<file path="config.mk">
export PLATFORM = sky130hd
export DESIGN_NAME = pulse_filter_dual
export DESIGN_NICKNAME = d
export VERILOG_FILES = /design/src/hdl/filter_pkg.sv /design/src/hdl/filter_fsm.sv /design/src/hdl/input_sync.sv /design/src/hdl/period_timer.sv /design/src/hdl/pulse_filter_dual.sv
export SDC_FILE = /design/constraint.sdc
export NUM_CORES = 1
export LEC_CHECK = 0
export BUFFER_PORTS_ARGS = -buffer_cell sky130_fd_sc_hd__buf_2
export CAP_MARGIN = 0
export CORE_AREA = 3 3 64 66
export CTS_CLUSTER_SIZE = 12
export DETAILED_ROUTE_END_ITERATION = 6
export DIE_AREA = 0 0 67 69
export PLACE_DENSITY_LB_ADDON = 0.3
export SLEW_MARGIN = 20
export SYNTH_ARGS = -nofsm -noshare
export SYNTH_HDL_FRONTEND = slang
export SYNTH_SLANG_ARGS = --single-unit
</file>
<file path="constraint.sdc">
create_clock -name clk -period 5.7 [get_ports clk]
set_input_delay 1.71 -clock clk [delete_from_list [all_inputs] [get_ports clk]]
set_output_delay 1.71 -clock clk [all_outputs]
set_load 0.02 [all_outputs]
</file>
<file path="src/hdl/filter_pkg.sv">
// filter package: state encoding, grouped signals and the counter-width helper
package filter_pkg;

   // controller states, three bits wide
   typedef enum logic [2:0] {
      low                  = 3'd0,
      debounce_hi          = 3'd1,
      hi_no_boost          = 3'd2,
      hi_debounce_boost    = 3'd3,
      hi_with_boost        = 3'd4,
      hi_debounce_no_boost = 3'd5,
      debounce_lo          = 3'd6
   } filter_state_t;

   // synchronised copies of the two asynchronous inputs
   typedef struct packed {
      logic pulse;
      logic boost;
   } sync_in_t;

   // registered filter outputs
   // boost is only ever high together with sigout
   typedef struct packed {
      logic sigout;
      logic boost;
   } filter_out_t;

   // period timer commands
   // en low clears the count, ld loads a new period
   typedef struct packed {
      logic en;
      logic ld;
   } timer_ctrl_t;

   // bits needed to hold counts 0 .. max_count
   // never returns less than one bit
   function automatic int cnt_width(input int max_count);
      int w;
      w = 1;
      while ((2 ** w) < (max_count + 1)) begin
         w = w + 1;
      end
      return w;
   endfunction

endpackage

</file>
<file path="src/hdl/filter_fsm.sv">
// filter controller: debounces pulse and boost levels and registers sigout and boost
`timescale 1ns/1ps

module filter_fsm #(
   parameter int CNT_W             = 8,
   parameter int DEBOUNCE_HI_CNT   = 8,
   parameter int DEBOUNCE_LO_CNT   = 8,
   parameter int MIN_HI_CNT        = 16,
   parameter bit RESTART_HI_PERIOD = 1'b0
) (
   input  logic                    clk,
   input  logic                    rst_n,
   input  filter_pkg::sync_in_t    sync,
   input  logic                    cnt_zero,
   output filter_pkg::timer_ctrl_t tctl,
   output logic [CNT_W-1:0]        load_val,
   output filter_pkg::filter_out_t out
);
   import filter_pkg::*;

   // period lengths sized to the timer
   localparam logic [CNT_W-1:0] LD_DEB_HI = CNT_W'(DEBOUNCE_HI_CNT);
   localparam logic [CNT_W-1:0] LD_DEB_LO = CNT_W'(DEBOUNCE_LO_CNT);
   localparam logic [CNT_W-1:0] LD_MIN_HI = CNT_W'(MIN_HI_CNT);

   filter_state_t state;
   filter_state_t state_nxt;
   filter_out_t   out_nxt;

   // state and both outputs change together on the clock edge
   always_ff @(posedge clk or negedge rst_n) begin
      if (!rst_n) begin
         state <= low;
         out   <= '0;
      end
      else begin
         state <= state_nxt;
         out   <= out_nxt;
      end
   end

   always_comb begin
      // defaults: timer cleared, outputs and state held
      tctl      = '0;
      load_val  = LD_DEB_HI;
      state_nxt = state;
      out_nxt   = out;

      case (state)
         low: begin
            out_nxt = '0;
            // first high sample starts the high debounce
            if (sync.pulse) begin
               tctl.en   = 1'b1;
               tctl.ld   = 1'b1;
               load_val  = LD_DEB_HI;
               state_nxt = debounce_hi;
            end
         end

         debounce_hi: begin
            out_nxt = '0;
            tctl.en = 1'b1;
            if (!sync.pulse) begin
               // pulse too short, drop back and clear the timer
               tctl.en   = 1'b0;
               state_nxt = low;
            end
            else if (cnt_zero) begin
               // debounced high, sigout rises and min-high starts
               out_nxt.sigout = 1'b1;
               tctl.ld        = 1'b1;
               load_val       = LD_MIN_HI;
               state_nxt      = hi_no_boost;
            end
         end

         hi_no_boost: begin
            out_nxt.sigout = 1'b1;
            out_nxt.boost  = 1'b0;
            tctl.en        = 1'b1;
            if (sync.boost) begin
               // boost request, time its high debounce
               tctl.ld   = 1'b1;
               load_val  = LD_DEB_HI;
               state_nxt = hi_debounce_boost;
            end
            else if (RESTART_HI_PERIOD && sync.pulse) begin
               // every high sample pushes the min-high period out again
               tctl.ld  = 1'b1;
               load_val = LD_MIN_HI;
            end
            else if (cnt_zero && !sync.pulse) begin
               // min-high done and input low, debounce the fall
               tctl.ld   = 1'b1;
               load_val  = LD_DEB_LO;
               state_nxt = debounce_lo;
            end
         end

         hi_debounce_boost: begin
            out_nxt.sigout = 1'b1;
            out_nxt.boost  = 1'b0;
            tctl.en        = 1'b1;
            if (!sync.boost || !sync.pulse) begin
               // boost spike rejected
               // sigout gets a fresh min-high since the timer was reused
               tctl.ld   = 1'b1;
               load_val  = LD_MIN_HI;
               state_nxt = hi_no_boost;
            end
            else if (cnt_zero) begin
               out_nxt.boost = 1'b1;
               tctl.ld       = 1'b1;
               load_val      = LD_MIN_HI;
               state_nxt     = hi_with_boost;
            end
         end

         hi_with_boost: begin
            out_nxt.sigout = 1'b1;
            out_nxt.boost  = 1'b1;
            tctl.en        = 1'b1;
            // boost held for min-high, then its loss is debounced
            if (cnt_zero && (!sync.boost || !sync.pulse)) begin
               tctl.ld   = 1'b1;
               load_val  = LD_DEB_LO;
               state_nxt = hi_debounce_no_boost;
            end
         end

         hi_debounce_no_boost: begin
            out_nxt.sigout = 1'b1;
            out_nxt.boost  = 1'b1;
            tctl.en        = 1'b1;
            if (sync.boost && sync.pulse) begin
               // both back high, return with the timer already expired
               tctl.ld   = 1'b1;
               load_val  = '0;
               state_nxt = hi_with_boost;
            end
            else if (cnt_zero) begin
               // loss confirmed, timer sits at zero for hi_no_boost
               out_nxt.boost = 1'b0;
               state_nxt     = hi_no_boost;
            end
         end

         debounce_lo: begin
            out_nxt.sigout = 1'b1;
            out_nxt.boost  = 1'b0;
            tctl.en        = 1'b1;
            if (sync.pulse) begin
               // low glitch, back to high
               if (RESTART_HI_PERIOD) begin
                  tctl.ld  = 1'b1;
                  load_val = LD_MIN_HI;
               end
               else begin
                  tctl.en = 1'b0;
               end
               state_nxt = hi_no_boost;
            end
            else if (cnt_zero) begin
               out_nxt.sigout = 1'b0;
               state_nxt      = low;
            end
         end

         default: begin
            out_nxt   = '0;
            state_nxt = low;
         end
      endcase
   end

endmodule

</file>
<file path="src/hdl/input_sync.sv">
// input synchroniser: two flop stages bring pulse_in and boost_in into the clk domain
`timescale 1ns/1ps

module input_sync (
   input  logic                 clk,
   input  logic                 rst_n,
   input  logic                 pulse_in,
   input  logic                 boost_in,
   output filter_pkg::sync_in_t sync
);
   import filter_pkg::*;

   // first stage, may go metastable
   sync_in_t meta;

   always_ff @(posedge clk or negedge rst_n) begin
      if (!rst_n) begin
         meta <= '0;
         sync <= '0;
      end
      else begin
         meta.pulse <= pulse_in;
         meta.boost <= boost_in;
         // second stage settles before the controller samples it
         sync       <= meta;
      end
   end

endmodule

</file>
<file path="src/hdl/period_timer.sv">
// period timer: loadable saturating down-counter for debounce and minimum-high periods
`timescale 1ns/1ps

module period_timer #(
   parameter int CNT_W = 8
) (
   input  logic                    clk,
   input  logic                    rst_n,
   input  filter_pkg::timer_ctrl_t tctl,
   input  logic [CNT_W-1:0]        load_val,
   output logic                    cnt_zero
);

   // remaining cycles of the current period
   logic [CNT_W-1:0] cnt;

   always_ff @(posedge clk or negedge rst_n) begin
      if (!rst_n) begin
         cnt <= '0;
      end
      else if (!tctl.en) begin
         // idle, keep the count parked at zero
         cnt <= '0;
      end
      else if (tctl.ld) begin
         cnt <= load_val;
      end
      else if (cnt != '0) begin
         // stops at zero until the next load
         cnt <= cnt - 1'b1;
      end
   end

   // flag for the controller, straight from the count register
   assign cnt_zero = (cnt == '0);

endmodule

</file>
<file path="src/hdl/pulse_filter_dual.sv">
// dual-level pulse filter top: converts ms periods to clock counts and joins the blocks
`timescale 1ns/1ps

module pulse_filter_dual #(
   parameter int CLK_PERIOD_NS     = 480,
   parameter int DEBOUNCE_HI_MS    = 4,
   parameter int DEBOUNCE_LO_MS    = 4,
   parameter int MIN_HI_MS         = 0,
   parameter bit RESTART_HI_PERIOD = 1'b0
) (
   input  logic                    clk,
   input  logic                    rst_n,
   input  logic                    pulse_in,
   input  logic                    boost_in,
   output filter_pkg::filter_out_t out
);
   import filter_pkg::*;

   // ms to clock counts, 1e6 ns per ms
   localparam int DEBOUNCE_HI_CNT = DEBOUNCE_HI_MS * 1000000 / CLK_PERIOD_NS;
   localparam int DEBOUNCE_LO_CNT = DEBOUNCE_LO_MS * 1000000 / CLK_PERIOD_NS;
   localparam int MIN_HI_CNT      = MIN_HI_MS * 1000000 / CLK_PERIOD_NS;

   // timer sized for the longest period in use
   localparam int DEB_MAX_CNT = (DEBOUNCE_HI_CNT > DEBOUNCE_LO_CNT) ?
                                DEBOUNCE_HI_CNT : DEBOUNCE_LO_CNT;
   localparam int MAX_CNT     = (DEB_MAX_CNT > MIN_HI_CNT) ? DEB_MAX_CNT : MIN_HI_CNT;
   localparam int CNT_W       = cnt_width(MAX_CNT);

   sync_in_t         sync;
   timer_ctrl_t      tctl;
   logic [CNT_W-1:0] load_val;
   logic             cnt_zero;

   input_sync u_input_sync (
      .clk      (clk),
      .rst_n    (rst_n),
      .pulse_in (pulse_in),
      .boost_in (boost_in),
      .sync     (sync)
   );

   filter_fsm #(
      .CNT_W             (CNT_W),
      .DEBOUNCE_HI_CNT   (DEBOUNCE_HI_CNT),
      .DEBOUNCE_LO_CNT   (DEBOUNCE_LO_CNT),
      .MIN_HI_CNT        (MIN_HI_CNT),
      .RESTART_HI_PERIOD (RESTART_HI_PERIOD)
   ) u_filter_fsm (
      .clk      (clk),
      .rst_n    (rst_n),
      .sync     (sync),
      .cnt_zero (cnt_zero),
      .tctl     (tctl),
      .load_val (load_val),
      .out      (out)
   );

   // one timer shared by every period the controller measures
   period_timer #(
      .CNT_W (CNT_W)
   ) u_period_timer (
      .clk      (clk),
      .rst_n    (rst_n),
      .tctl     (tctl),
      .load_val (load_val),
      .cnt_zero (cnt_zero)
   );

endmodule

</file>
Word level (Yosys, flattened, before mapping) --
Index checks and enable logic that the tools add are counted.
Cells by class: reduce and logical (&&, ||, !) cells 11, mux-type cells 37, equality and inequality tests 12, add/subtract/negate cells 1
Operator list (count):
- 14-bit two-way mux | 7
- 14-bit one-hot mux with 3 select lines | 1
- 3-bit two-way mux | 11
- 3-bit one-hot mux with 7 select lines | 1
- 14-bit logical NOT | 1
- 14-bit nonzero test | 1
- 14-bit by 1-bit subtractor with 14-bit output, second input constant | 1
- 1-bit two-way mux | 13
- 2-bit one-hot mux with 6 select lines | 1
- 3-bit equality test, second input constant | 3
- 3-bit by 2-bit equality test with 1-bit output, second input constant | 2
- 3-bit by 2-bit inequality test with 1-bit output, second input constant | 2
- 1-bit one-hot mux with 6 select lines | 1
- 5-bit AND reduction | 1
- 1-bit one-hot mux with 4 select lines | 1
- 4-bit OR reduction | 1
- 3-bit by 1-bit equality test with 1-bit output, second input constant | 1
- 1-bit logical AND | 3
- 3-bit logical NOT | 1
- 3-bit by 1-bit inequality test with 1-bit output, second input constant | 1
- 3-bit inequality test, second input constant | 1
- 1-bit logical NOT | 2
- 2-bit two-way mux | 1
- 2-bit by 1-bit inequality test with 1-bit output, second input constant | 1
- 2 further kinds | 2
Storage, ports and cells: register bits after elaboration 23, logic and storage cells 69

Logic depth before layout (Yosys ltp) --
Gate-level depths: netlist of the first run.
word-level depth 7, gate-level depth with buffers 8, depth with buffers taken out 7

Modules after synthesis --
From an unflattened synthesis of the first run, not the netlist that was laid out.
Unflattened totals: cells, all modules 169, area, all modules 1610.3 um^2
By module, submodules not included:
- period_timer | area an instance 892.1 um^2, cells an instance 90, sequential area each 350.3 um^2, times used 1
- filter_fsm | area an instance 618.1 um^2, cells an instance 75, sequential area each 125.1 um^2, times used 1
- input_sync | area an instance 100.1 um^2, cells an instance 4, sequential area each 100.1 um^2, times used 1

Least setup slack after synthesis of the first run --
OpenSTA, ideal clock, no wires.
path kind register to output, from register u_filter_fsm.out[0] (netlist name), to output port out[0] in the netlist's numbering, arrival time 0.416 ns, slack 3.574 ns, stages on the path, launching flop included 1, buffers on the path 0, cells stage by stage dfrtp_1
RTL lines:
- to (decl) | line pulse_filter_dual.sv:15 | output filter_pkg::filter_out_t out
No word-level cell between the ends.

Worst setup path after layout of the first run --
from register u_period_timer.cnt[0], to register u_period_timer.cnt[1]
Between the ends: cells in the longest elaborated chain, start to end 7
Ends and longest elaborated chain:
- from (decl) | line period_timer.sv:15 | logic [CNT_W-1:0] cnt;
- from (signal assigned) | line period_timer.sv:26 | cnt <= load_val;
- from (signal assigned) | line period_timer.sv:30 | cnt <= cnt - 1'b1;
- branches (longest 7 deep; another with 14-bit by 1-bit subtractor with 14-bit output)
Parallel ways; which one is timed is not known. The select of a mux whose other input is x is not followed. A chain may end at the register's enable or synchronous reset.

==> results of run 1 <==
==> per-stage QoR <==
stage / util / hold slack (ps) / setup WS (ps)
after global routing: 0.423 / 364 / 2750
after detailed placement: 0.410 / 337 / 3070
after global placement: 0.410 / 335 / 3140
after CTS: 0.423 / 360 / 3040
after floorplan: - / 331 / 3570
final: 0.423 / 356 / 3040
==> cell usage after synthesis (3+ instances only) <==
cell type  count
a31oi_1        3
nor2b_1        3
o21ai_0        7
a21oi_1       15
nor2_1        15
and3_1         3
dfrtp_1       23
nor3_1         9
nor4_1         4
nand2_1        7
inv_1          6
nor4bb_1       3
clkbuf_1       3
nand4_1        3
or4_4          3
xnor2_1        7
==> layout make-up <==
cell class / instances / area share
Sequential cell: 23 / 0.375
Tap cell: 48 / 0.0391
Inverter: 6 / 0.0147
Timing Repair Buffer: 5 / 0.0163
Clock buffer: 4 / 0.0293
Multi-Input combinational cell: 124 / 0.526
==> cells by family (layout without fill, tap and decap cells) <==
| logic type | Yosys count | after routing | synth area share |
|---|---|---|---|
| xor+xnor | 8 | 8 | 0.0484 |
| simple gates | 69 | 69 | 0.289 |
| compound gates | 44 | 44 | 0.196 |
| flops | 23 | 23 | 0.398 |
| fa+ha+maj | 2 | 2 | 0.0173 |
| buf+inv | 14 | 15 | 0.0449 |
| mux | 1 | 1 | 0.00691 |
==> how the worst max path moves through the flow <==
stage               cells after the start                         startpoint  slack (ps)                           endpoint
floorplan                               0      u_filter_fsm.out[0]$_DFF_PN0_        3570                             out[0]
global placement                        7  u_period_timer.cnt[0]$_DFFE_PN0P_        3140  u_period_timer.cnt[1]$_DFFE_PN0P_
finish                                  7  u_period_timer.cnt[0]$_DFFE_PN0P_        3040  u_period_timer.cnt[1]$_DFFE_PN0P_
detailed placement                      7  u_period_timer.cnt[0]$_DFFE_PN0P_        3070  u_period_timer.cnt[1]$_DFFE_PN0P_
CTS                                     7  u_period_timer.cnt[0]$_DFFE_PN0P_        3040  u_period_timer.cnt[1]$_DFFE_PN0P_
global route                            7  u_period_timer.cnt[0]$_DFFE_PN0P_        2750  u_period_timer.cnt[0]$_DFFE_PN0P_
==> sequential cells by signal, indices dropped and copies added, names as in the netlist <==
signal and flops:
u_filter_fsm.state 3, u_filter_fsm.out 2, u_period_timer.cnt 14, u_input_sync.sync 2, u_input_sync.meta 2
==> critical path, stage by stage, from the launching register on <==
cell and delay, ps:
dfrtp_1 430, inv_1 90, ha_1 160, or4b_1 520, nor4_2 650, o2111ai_1 240, nor2_2 340, a211oi_1 100
==> per-layer routing <==
metal	vias up	global-route usage
li1	599	-
met1	577	0.192
met2	24	0.214
met3	4	0.0147
met4	0	0.0405
met5	-	0
==> cell usage in the layout, fill, tap and decap left out, types with 3 or more instances in the layout <==
master     n
a21oi_1   15
nor3_1     9
o21ai_0    7
nor2b_1    3
a31oi_1    3
nor2_1    15
or4_4      3
clkbuf_8   3
xnor2_1    7
inv_1      6
and3_1     3
nor4_1     4
nand4_1    3
nand2_1    7
nor4bb_1   3
buf_2      5
dfrtp_1   23
==> power by group through the flow <==
stage	sequential (µW)	combinational, µW	clock [µW]
after floorplan	282	465	0
after CTS	325	520	102
after global placement	323	506	0
after detailed placement	329	516	0
final	329	518	96.9
after global routing	341	581	112
==> summary.md, run 1 <==
| Metric | Value |
|---|---|
| Status | `finished, final reports clean` |
| Int Pwr | `504 µW` |
| Maximum vdd ir drop | `about 0.28 mV` |
| Largest cells by area after synthesis | `dfrtp_1 40%, a21oi_1 5.2%, xnor2_1 4.2%, nor2_1 3.9%, nor3_1 3.1%` |
| R2r worst-path depth | `7` |
| 1st-iter DRT viols | `30` |
| Clock network fraction of total power | `0.103` |
| Crit Path Max Fanout | `11` |
| Switching power | `440 µW` |
| DRC | `0` |
| Fillcell total | `378` |
| Antenna viol nets, final | `0` |
| Setup violations, final | `0` |
| Flop pwr share | `0.348` |
| Initial core utilization | `0.398` |
| EDFF count, synth | `0` |
| Mapped Nets | `167` |
| Routed length on met3 | `60 µm` |
| Top_reg_cell synth | `dfrtp_1` |
| Class of the worst hold path | `reg2reg` |
| Reg2Reg Setup Slack | `~3000 ps` |
| WL final | `~3000 µm` |
| Routed length on met1 | `roughly 1400 µm` |
| Min Tclk post-route | `2660 ps` |
| WHS Endpoint | `u_input_sync.sync[1]$_DFF_PN0_` |
| Clock Sink Count | `23` |
| Final instance area | `around 1500 µm²` |
| CTS resizes | `0` |
| Gr usage total | `0.135` |
| Non-filler cells, final | `210` |
| Yosys top cell area share | `0.398` |
| Total power | `944 µW` |
| Final setup TNS | `0 ps` |
| Global-route wire length before repair | `about 5100 µm` |
| Die footprint | `4620 µm²` |
| Area of the multi-input gates | `807 µm²` |
| Placed Area | `1490 µm²` |
| Post-DP HPWL | `2090 µm` |
| Critical Path RT | `roughly 6000 ps` |
| Vias per cell | `between 5 and 6` |
| Mapped Avg Cell Area | `roughly 9.0 µm²` |
| # hold bufs at CTS | `0` |
| Worst r2r dst | `u_period_timer.cnt[1]$_DFFE_PN0P_` |
| Largest net degree at the start of global routing | `25` |
| Yosys cell types | `between 50 and 60` |
| Slew Viols, Final | `0` |
| Leakage | `0.000622 µW` |
| Worst-path clk slew | `80 ps` |
| Crit path DAT | `roughly 2800 ps` |
| Slew margin rel. | `0.443` |
| MaxCap Viol Count | `0` |
| H-tree depth | `1` |
| RSZ-0062 raised after global routing | `no` |
| Num CTS Buffers | `3` |
| Met2 wire len | `roughly 1400 µm` |
| Dominant cell type by area after synthesis | `dfrtp_1` |
| Port bufs | `5` |
| Area delta synth->final | `6.05%` |
| Share of cells above drive strength 1 | `0.123` |
| CP Launch Type | `flop` |
| Hold depth | `0` |
| Initial antenna violation count | `0` |
| Core region area | `3630 µm²` |
| Worst slew pin tran | `829 ps` |
| Vias in the first global route | `1090` |
| Nets | `between 150 and 200` |
| Post-synthesis cell count | `161` |
| ANT cells | `0` |
| Register area | `approximately 580 µm²` |
| GPL Wtd Cong | `roughly 0.94` |
| Crit Path Class | `reg2reg` |
| DR top layer | `met4` |
| FMAX | `376 MHz` |
| Synthesized cell area | `1450 µm²` |
| Die height | `a little under 70 µm` |
| Buffer count from post-CTS setup fixing | `0` |
| Combinational power share | `0.549` |
| Async set-reset flop share out of synthesis | `1.00` |
| Wire per inst | `13.9 µm` |
| Chip Width | `67 µm` |
| Yosys reg bits | `23` |
| Reg-to-reg critical path startpoint | `u_period_timer.cnt[0]$_DFFE_PN0P_` |
| GRT overflow | `0` |
| Ports | `6` |
| Skew final | `5.40 ps` |
| Hold Violations, Final | `0` |
| Root Driver | `clkbuf_8` |
| Via count | `1204` |
| Clk buf depth | `2` |
| Switch share | `0.466` |
| Hold path start | `u_input_sync.meta[1]$_DFF_PN0_` |
| Worst skew pair latency | `about 260 ps` |
| Endpoint class of the critical path | `flop` |
| Synth warnings | `0` |
| Inst Count DP | `206` |
| CTS tree | `built` |
| First drt pass iteration count | `4` |
| Fin crit share | `0.467` |
| PwrDens | `615 nW/µm²` |
| Rows | `22` |
| Sequential fraction of the synthesis area | `0.398` |
Note: power is estimated with default switching activity, not from simulation.
==> inputs of run 2 (changes only) <==
ABC_AREA = 1   (was unset)
CORE_AREA = 3 3 65 67   (was 3 3 64 66)
DIE_AREA = 0 0 68 70   (was 0 0 67 69)
clock period = 2.7 ns   (was 5.7 ns; I/O delays follow)
==> summary.md, run 2 <==
| Metric | Value |
|---|---|
| Skew final | `4.53 ps (was 5.40 ps)` |
| Switching power | `971 µW (was 440 µW)` |
| PwrDens | `1230 nW/µm² (was 615 nW/µm²)` |
| EDFF count, synth | `0 (unchanged)` |
| 1st-iter DRT viols | `53 (was 30)` |
| WHS | `353 ps (was 356 ps)` |
| GPL Wtd Cong | `0.855 (was 0.935)` |
| Post-synthesis cell count | `186 (was 161)` |
| Post-Place Setup Slack | `904 ps (was 3070 ps)` |
| Setup violations, final | `0 (unchanged)` |
| ANT cells | `0 (unchanged)` |
| Mapped Avg Cell Area | `8.07 µm² (was 8.99 µm²)` |
| Synthesized cell area | `1500 µm² (was 1450 µm²)` |
| Post-DP HPWL | `2230 µm (was 2090 µm)` |
| Endpoint class of the critical path | `flop (unchanged)` |
| Die footprint | `4760 µm² (was 4620 µm²)` |
| Switch share | `0.492 (was 0.466)` |
| First drt pass iteration count | `4 (unchanged)` |
| Clk buf depth | `2 (unchanged)` |
| Wire per inst | `12.1 µm (was 13.9 µm)` |
| Buf/Inv on CP | `2 (was 1)` |
| GRT overflow | `0 (unchanged)` |
| Yosys top cell area share | `0.384 (was 0.398)` |
| Leakage | `0.000772 µW (was 0.000622 µW)` |
| Area delta synth->final | `6.76% (was 6.05%)` |
| Crit Path Class | `reg2reg (unchanged)` |
| Slowest cell on crit path | `dfrtp_1 (was nor4_2)` |
| CP Launch Type | `flop (unchanged)` |
| Core region area | `3690 µm² (was 3630 µm²)` |
| Yosys reg bits | `23 (unchanged)` |
| Sequential fraction of the synthesis area | `0.384 (was 0.398)` |
| WL final | `2900 µm (was 2920 µm)` |
| Synth warnings | `0 (unchanged)` |
| CTS tree | `built (unchanged)` |
| Slew Viols, Final | `0 (unchanged)` |
| Clock network fraction of total power | `0.108 (was 0.103)` |
| Via count | `1146 (was 1204)` |
| Async set-reset flop share out of synthesis | `1.00 (unchanged)` |
| Most frequent cell after synthesis | `nor2_1 (was dfrtp_1)` |
| Number of flip-flops in the largest register | `14 (unchanged)` |
| Num CTS Buffers | `3 (unchanged)` |
| Initial core utilization | `0.407 (was 0.398)` |
| Worst slew pin tran | `516 ps (was 829 ps)` |
| Port bufs | `5 (unchanged)` |
| Antenna viol nets, final | `0 (unchanged)` |
| Status | `finished, final reports clean (unchanged)` |
| Hold Violations, Final | `0 (unchanged)` |
| Top cells by count, synth | `31 x nor2_1, 30 x nand2_1, 23 x dfrtp_1 (was 23 x dfrtp_1, 15 x a21oi_1, 15 x nor2_1)` |
| Yosys cell types | `31 (was 54)` |
| Crit path largest cell delay | `380 ps (was 650 ps)` |
| Crit Path Max Fanout | `9 (was 11)` |
| Mapped Nets | `192 (was 167)` |
| Largest cells by area after synthesis | `dfrtp_1 38%, nor2_1 7.8%, nand2_1 7.5%, nor2_2 4.6%, inv_1 4.5% (was dfrtp_1 40%, a21oi_1 5.2%, xnor2_1 4.2%, nor2_1 3.9%, nor3_1 3.1%)` |
| Delay-heaviest family, CP | `simple AND/OR/NAND/NOR gates (unchanged)` |
| Rows | `22 (unchanged)` |
| Initial antenna violation count | `0 (unchanged)` |
| Vias in the first global route | `1126 (was 1090)` |
| Critical Path RT | `2860 ps (was 5830 ps)` |
| Crit-path most repeated cell | `nand2_1` |
| Gr usage total | `0.137 (was 0.135)` |
| Int Pwr | `1000 µW (was 504 µW)` |
| Fin crit share | `0.668 (was 0.467)` |
| Largest net degree at the start of global routing | `24 (was 25)` |
| Share of cells above drive strength 1 | `0.214 (was 0.123)` |
| Maximum vdd ir drop | `0.453 mV (was 0.281 mV)` |
| FMAX | `555 MHz (was 376 MHz)` |
| Crit path DAT | `1960 ps (was 2790 ps)` |
| Nets | `199 (was 169)` |
| Die height | `70 µm (was 69 µm)` |
| Final setup TNS | `0 ps (unchanged)` |
| Chip Width | `68 µm (was 67 µm)` |
| Critical-path cell list | `inv_1, ha_1, nand2_1, nor2_1, nand2_2, nand2_1, nand2_1, nand3_4, nor2_4, nand2_4, inv_4, nor2_2 (was inv_1, ha_1, or4b_1, nor4_2, o2111ai_1, nor2_2, a211oi_1)` |
| Most frequent cells in the layout | `31 x nor2_1, 30 x nand2_1, 23 x dfrtp_1 (was 23 x dfrtp_1, 15 x nor2_1, 15 x a21oi_1)` |
| Ports | `6 (unchanged)` |
| Worst setup margin | `897 ps (was 3040 ps)` |
| Combinational power share | `0.577 (was 0.549)` |
| Min Tclk post-route | `1800 ps (was 2660 ps)` |
| Global-route wire length before repair | `5070 µm (was 5080 µm)` |
| DRC | `0 (unchanged)` |
| Class of the worst hold path | `reg2reg (unchanged)` |
| # hold bufs at CTS | `0 (unchanged)` |
| Dominant cell type by area after synthesis | `dfrtp_1 (unchanged)` |
| Top_reg_cell synth | `dfrtp_1 (unchanged)` |
| Vias per cell | `4.78 (was 5.73)` |
| Total power | `1970 µW (was 944 µW)` |
| H-tree depth | `1 (unchanged)` |
| Worst-path clk slew | `80 ps (about the same)` |
| Clock Sink Count | `23 (unchanged)` |
| Buffer count from post-CTS setup fixing | `0 (unchanged)` |
| Most flops, register | `u_period_timer.cnt (unchanged)` |
| MaxCap Viol Count | `0 (unchanged)` |
| Slew margin rel. | `0.656 (was 0.443)` |
| RSZ-0062 raised after global routing | `no (unchanged)` |
| Most common cell after layout, fill and taps aside | `nor2_1 (was dfrtp_1)` |
| CTS resizes | `0 (unchanged)` |
| Worst skew pair latency | `270 ps (was 260 ps)` |
| Root Driver | `clkbuf_8 (unchanged)` |
| Top flop regs | `u_period_timer.cnt (14), u_filter_fsm.state (3) (unchanged)` |
| Flop pwr share | `0.315 (was 0.348)` |
run 2: changes by cell type after synthesis, moves of 4 or more:
cell / before / now
nor3_1: 9 / 3
nand2_4: 0 / 4
nand3_1: 2 / 11
nand2_2: 0 / 5
nand2_1: 7 / 30
nor2_2: 1 / 11
nor2_1: 15 / 31
inv_1: 6 / 18
a21oi_1: 15 / 1
xor2_1: 1 / 7
run 2: cell families after synthesis:
family | Yosys count | share of synthesized area
buffers and inverters | 24 | 0.0759
xor gates and xnor gates | 12 | 0.0701
and+or+nand+nor | 108 | 0.379
adders and majority gates | 2 | 0.0167
AOI/OAI and AO/OA | 17 | 0.0742
DFF | 23 | 0.384
run 2: worst register-to-register path: stages (launching register included):
cell and delay (ps):
dfrtp_1 380, inv_1 90, ha_1 210, nand2_1 130
nor2_1 80, nand2_2 130, nand2_1 70, nand2_1 130
nand3_4 150, nor2_4 160, nand2_4 70, inv_4 80
nor2_2 40
run 2: worst paths after layout:
check	start	to	slack (ps)	cells after the start
setup / recovery	u_period_timer.cnt[0]$_DFFE_PN0P_	u_period_timer.cnt[3]$_DFFE_PN0P_	900	12
hold / removal	u_input_sync.meta[1]$_DFF_PN0_	u_input_sync.sync[1]$_DFF_PN0_	350	0
setup reg to reg	u_period_timer.cnt[0]$_DFFE_PN0P_	u_period_timer.cnt[3]$_DFFE_PN0P_	900	12
hold reg to reg	u_input_sync.meta[1]$_DFF_PN0_	u_input_sync.sync[1]$_DFF_PN0_	350	0
max in group asynchronous	rst_n	u_filter_fsm.state[2]$_DFFE_PN0P_	1850	1
min in group asynchronous	rst_n	u_period_timer.cnt[5]$_DFFE_PN0P_	510	1
run 2: layer usage:
metal,part of all wire,GRT usage,vias to the layer above,routed length (µm)
li1,-,-,602,-
met1,0.49,0.202,522,1410
met3,0.047,0.0386,2,136
met4,0.0076,0.0287,0,22
met5,0,0,-,0
met2,0.46,0.196,20,1330
run 2: power by group through the flow:
stage	clock network [µW]	logic, µW	registers [µW]
floorplan	0	1010	573
global placement	0	1150	625
detailed placement	0	1150	626
CTS	225	1150	621
global route	235	1300	641
finish	213	1140	622
run 2: layout make-up:
type                    count  area, µm²
inverters                  21       83.8
clock inverters             1       5.00
flip-flops and latches     23        576
clock buffers               3       41.3
well taps                  48       60.1
multi-input cells         139        811
repair buffers              5       25.0
fillers                   398       2090
run 2: metrics by stage:
stage,util,cell area (µm²),instances
floorplan,-,1500,186
global route,0.434,1600,240
detailed placement,0.422,1560,236
finish,0.434,1600,240
CTS,0.434,1600,240
global placement,0.422,1560,236
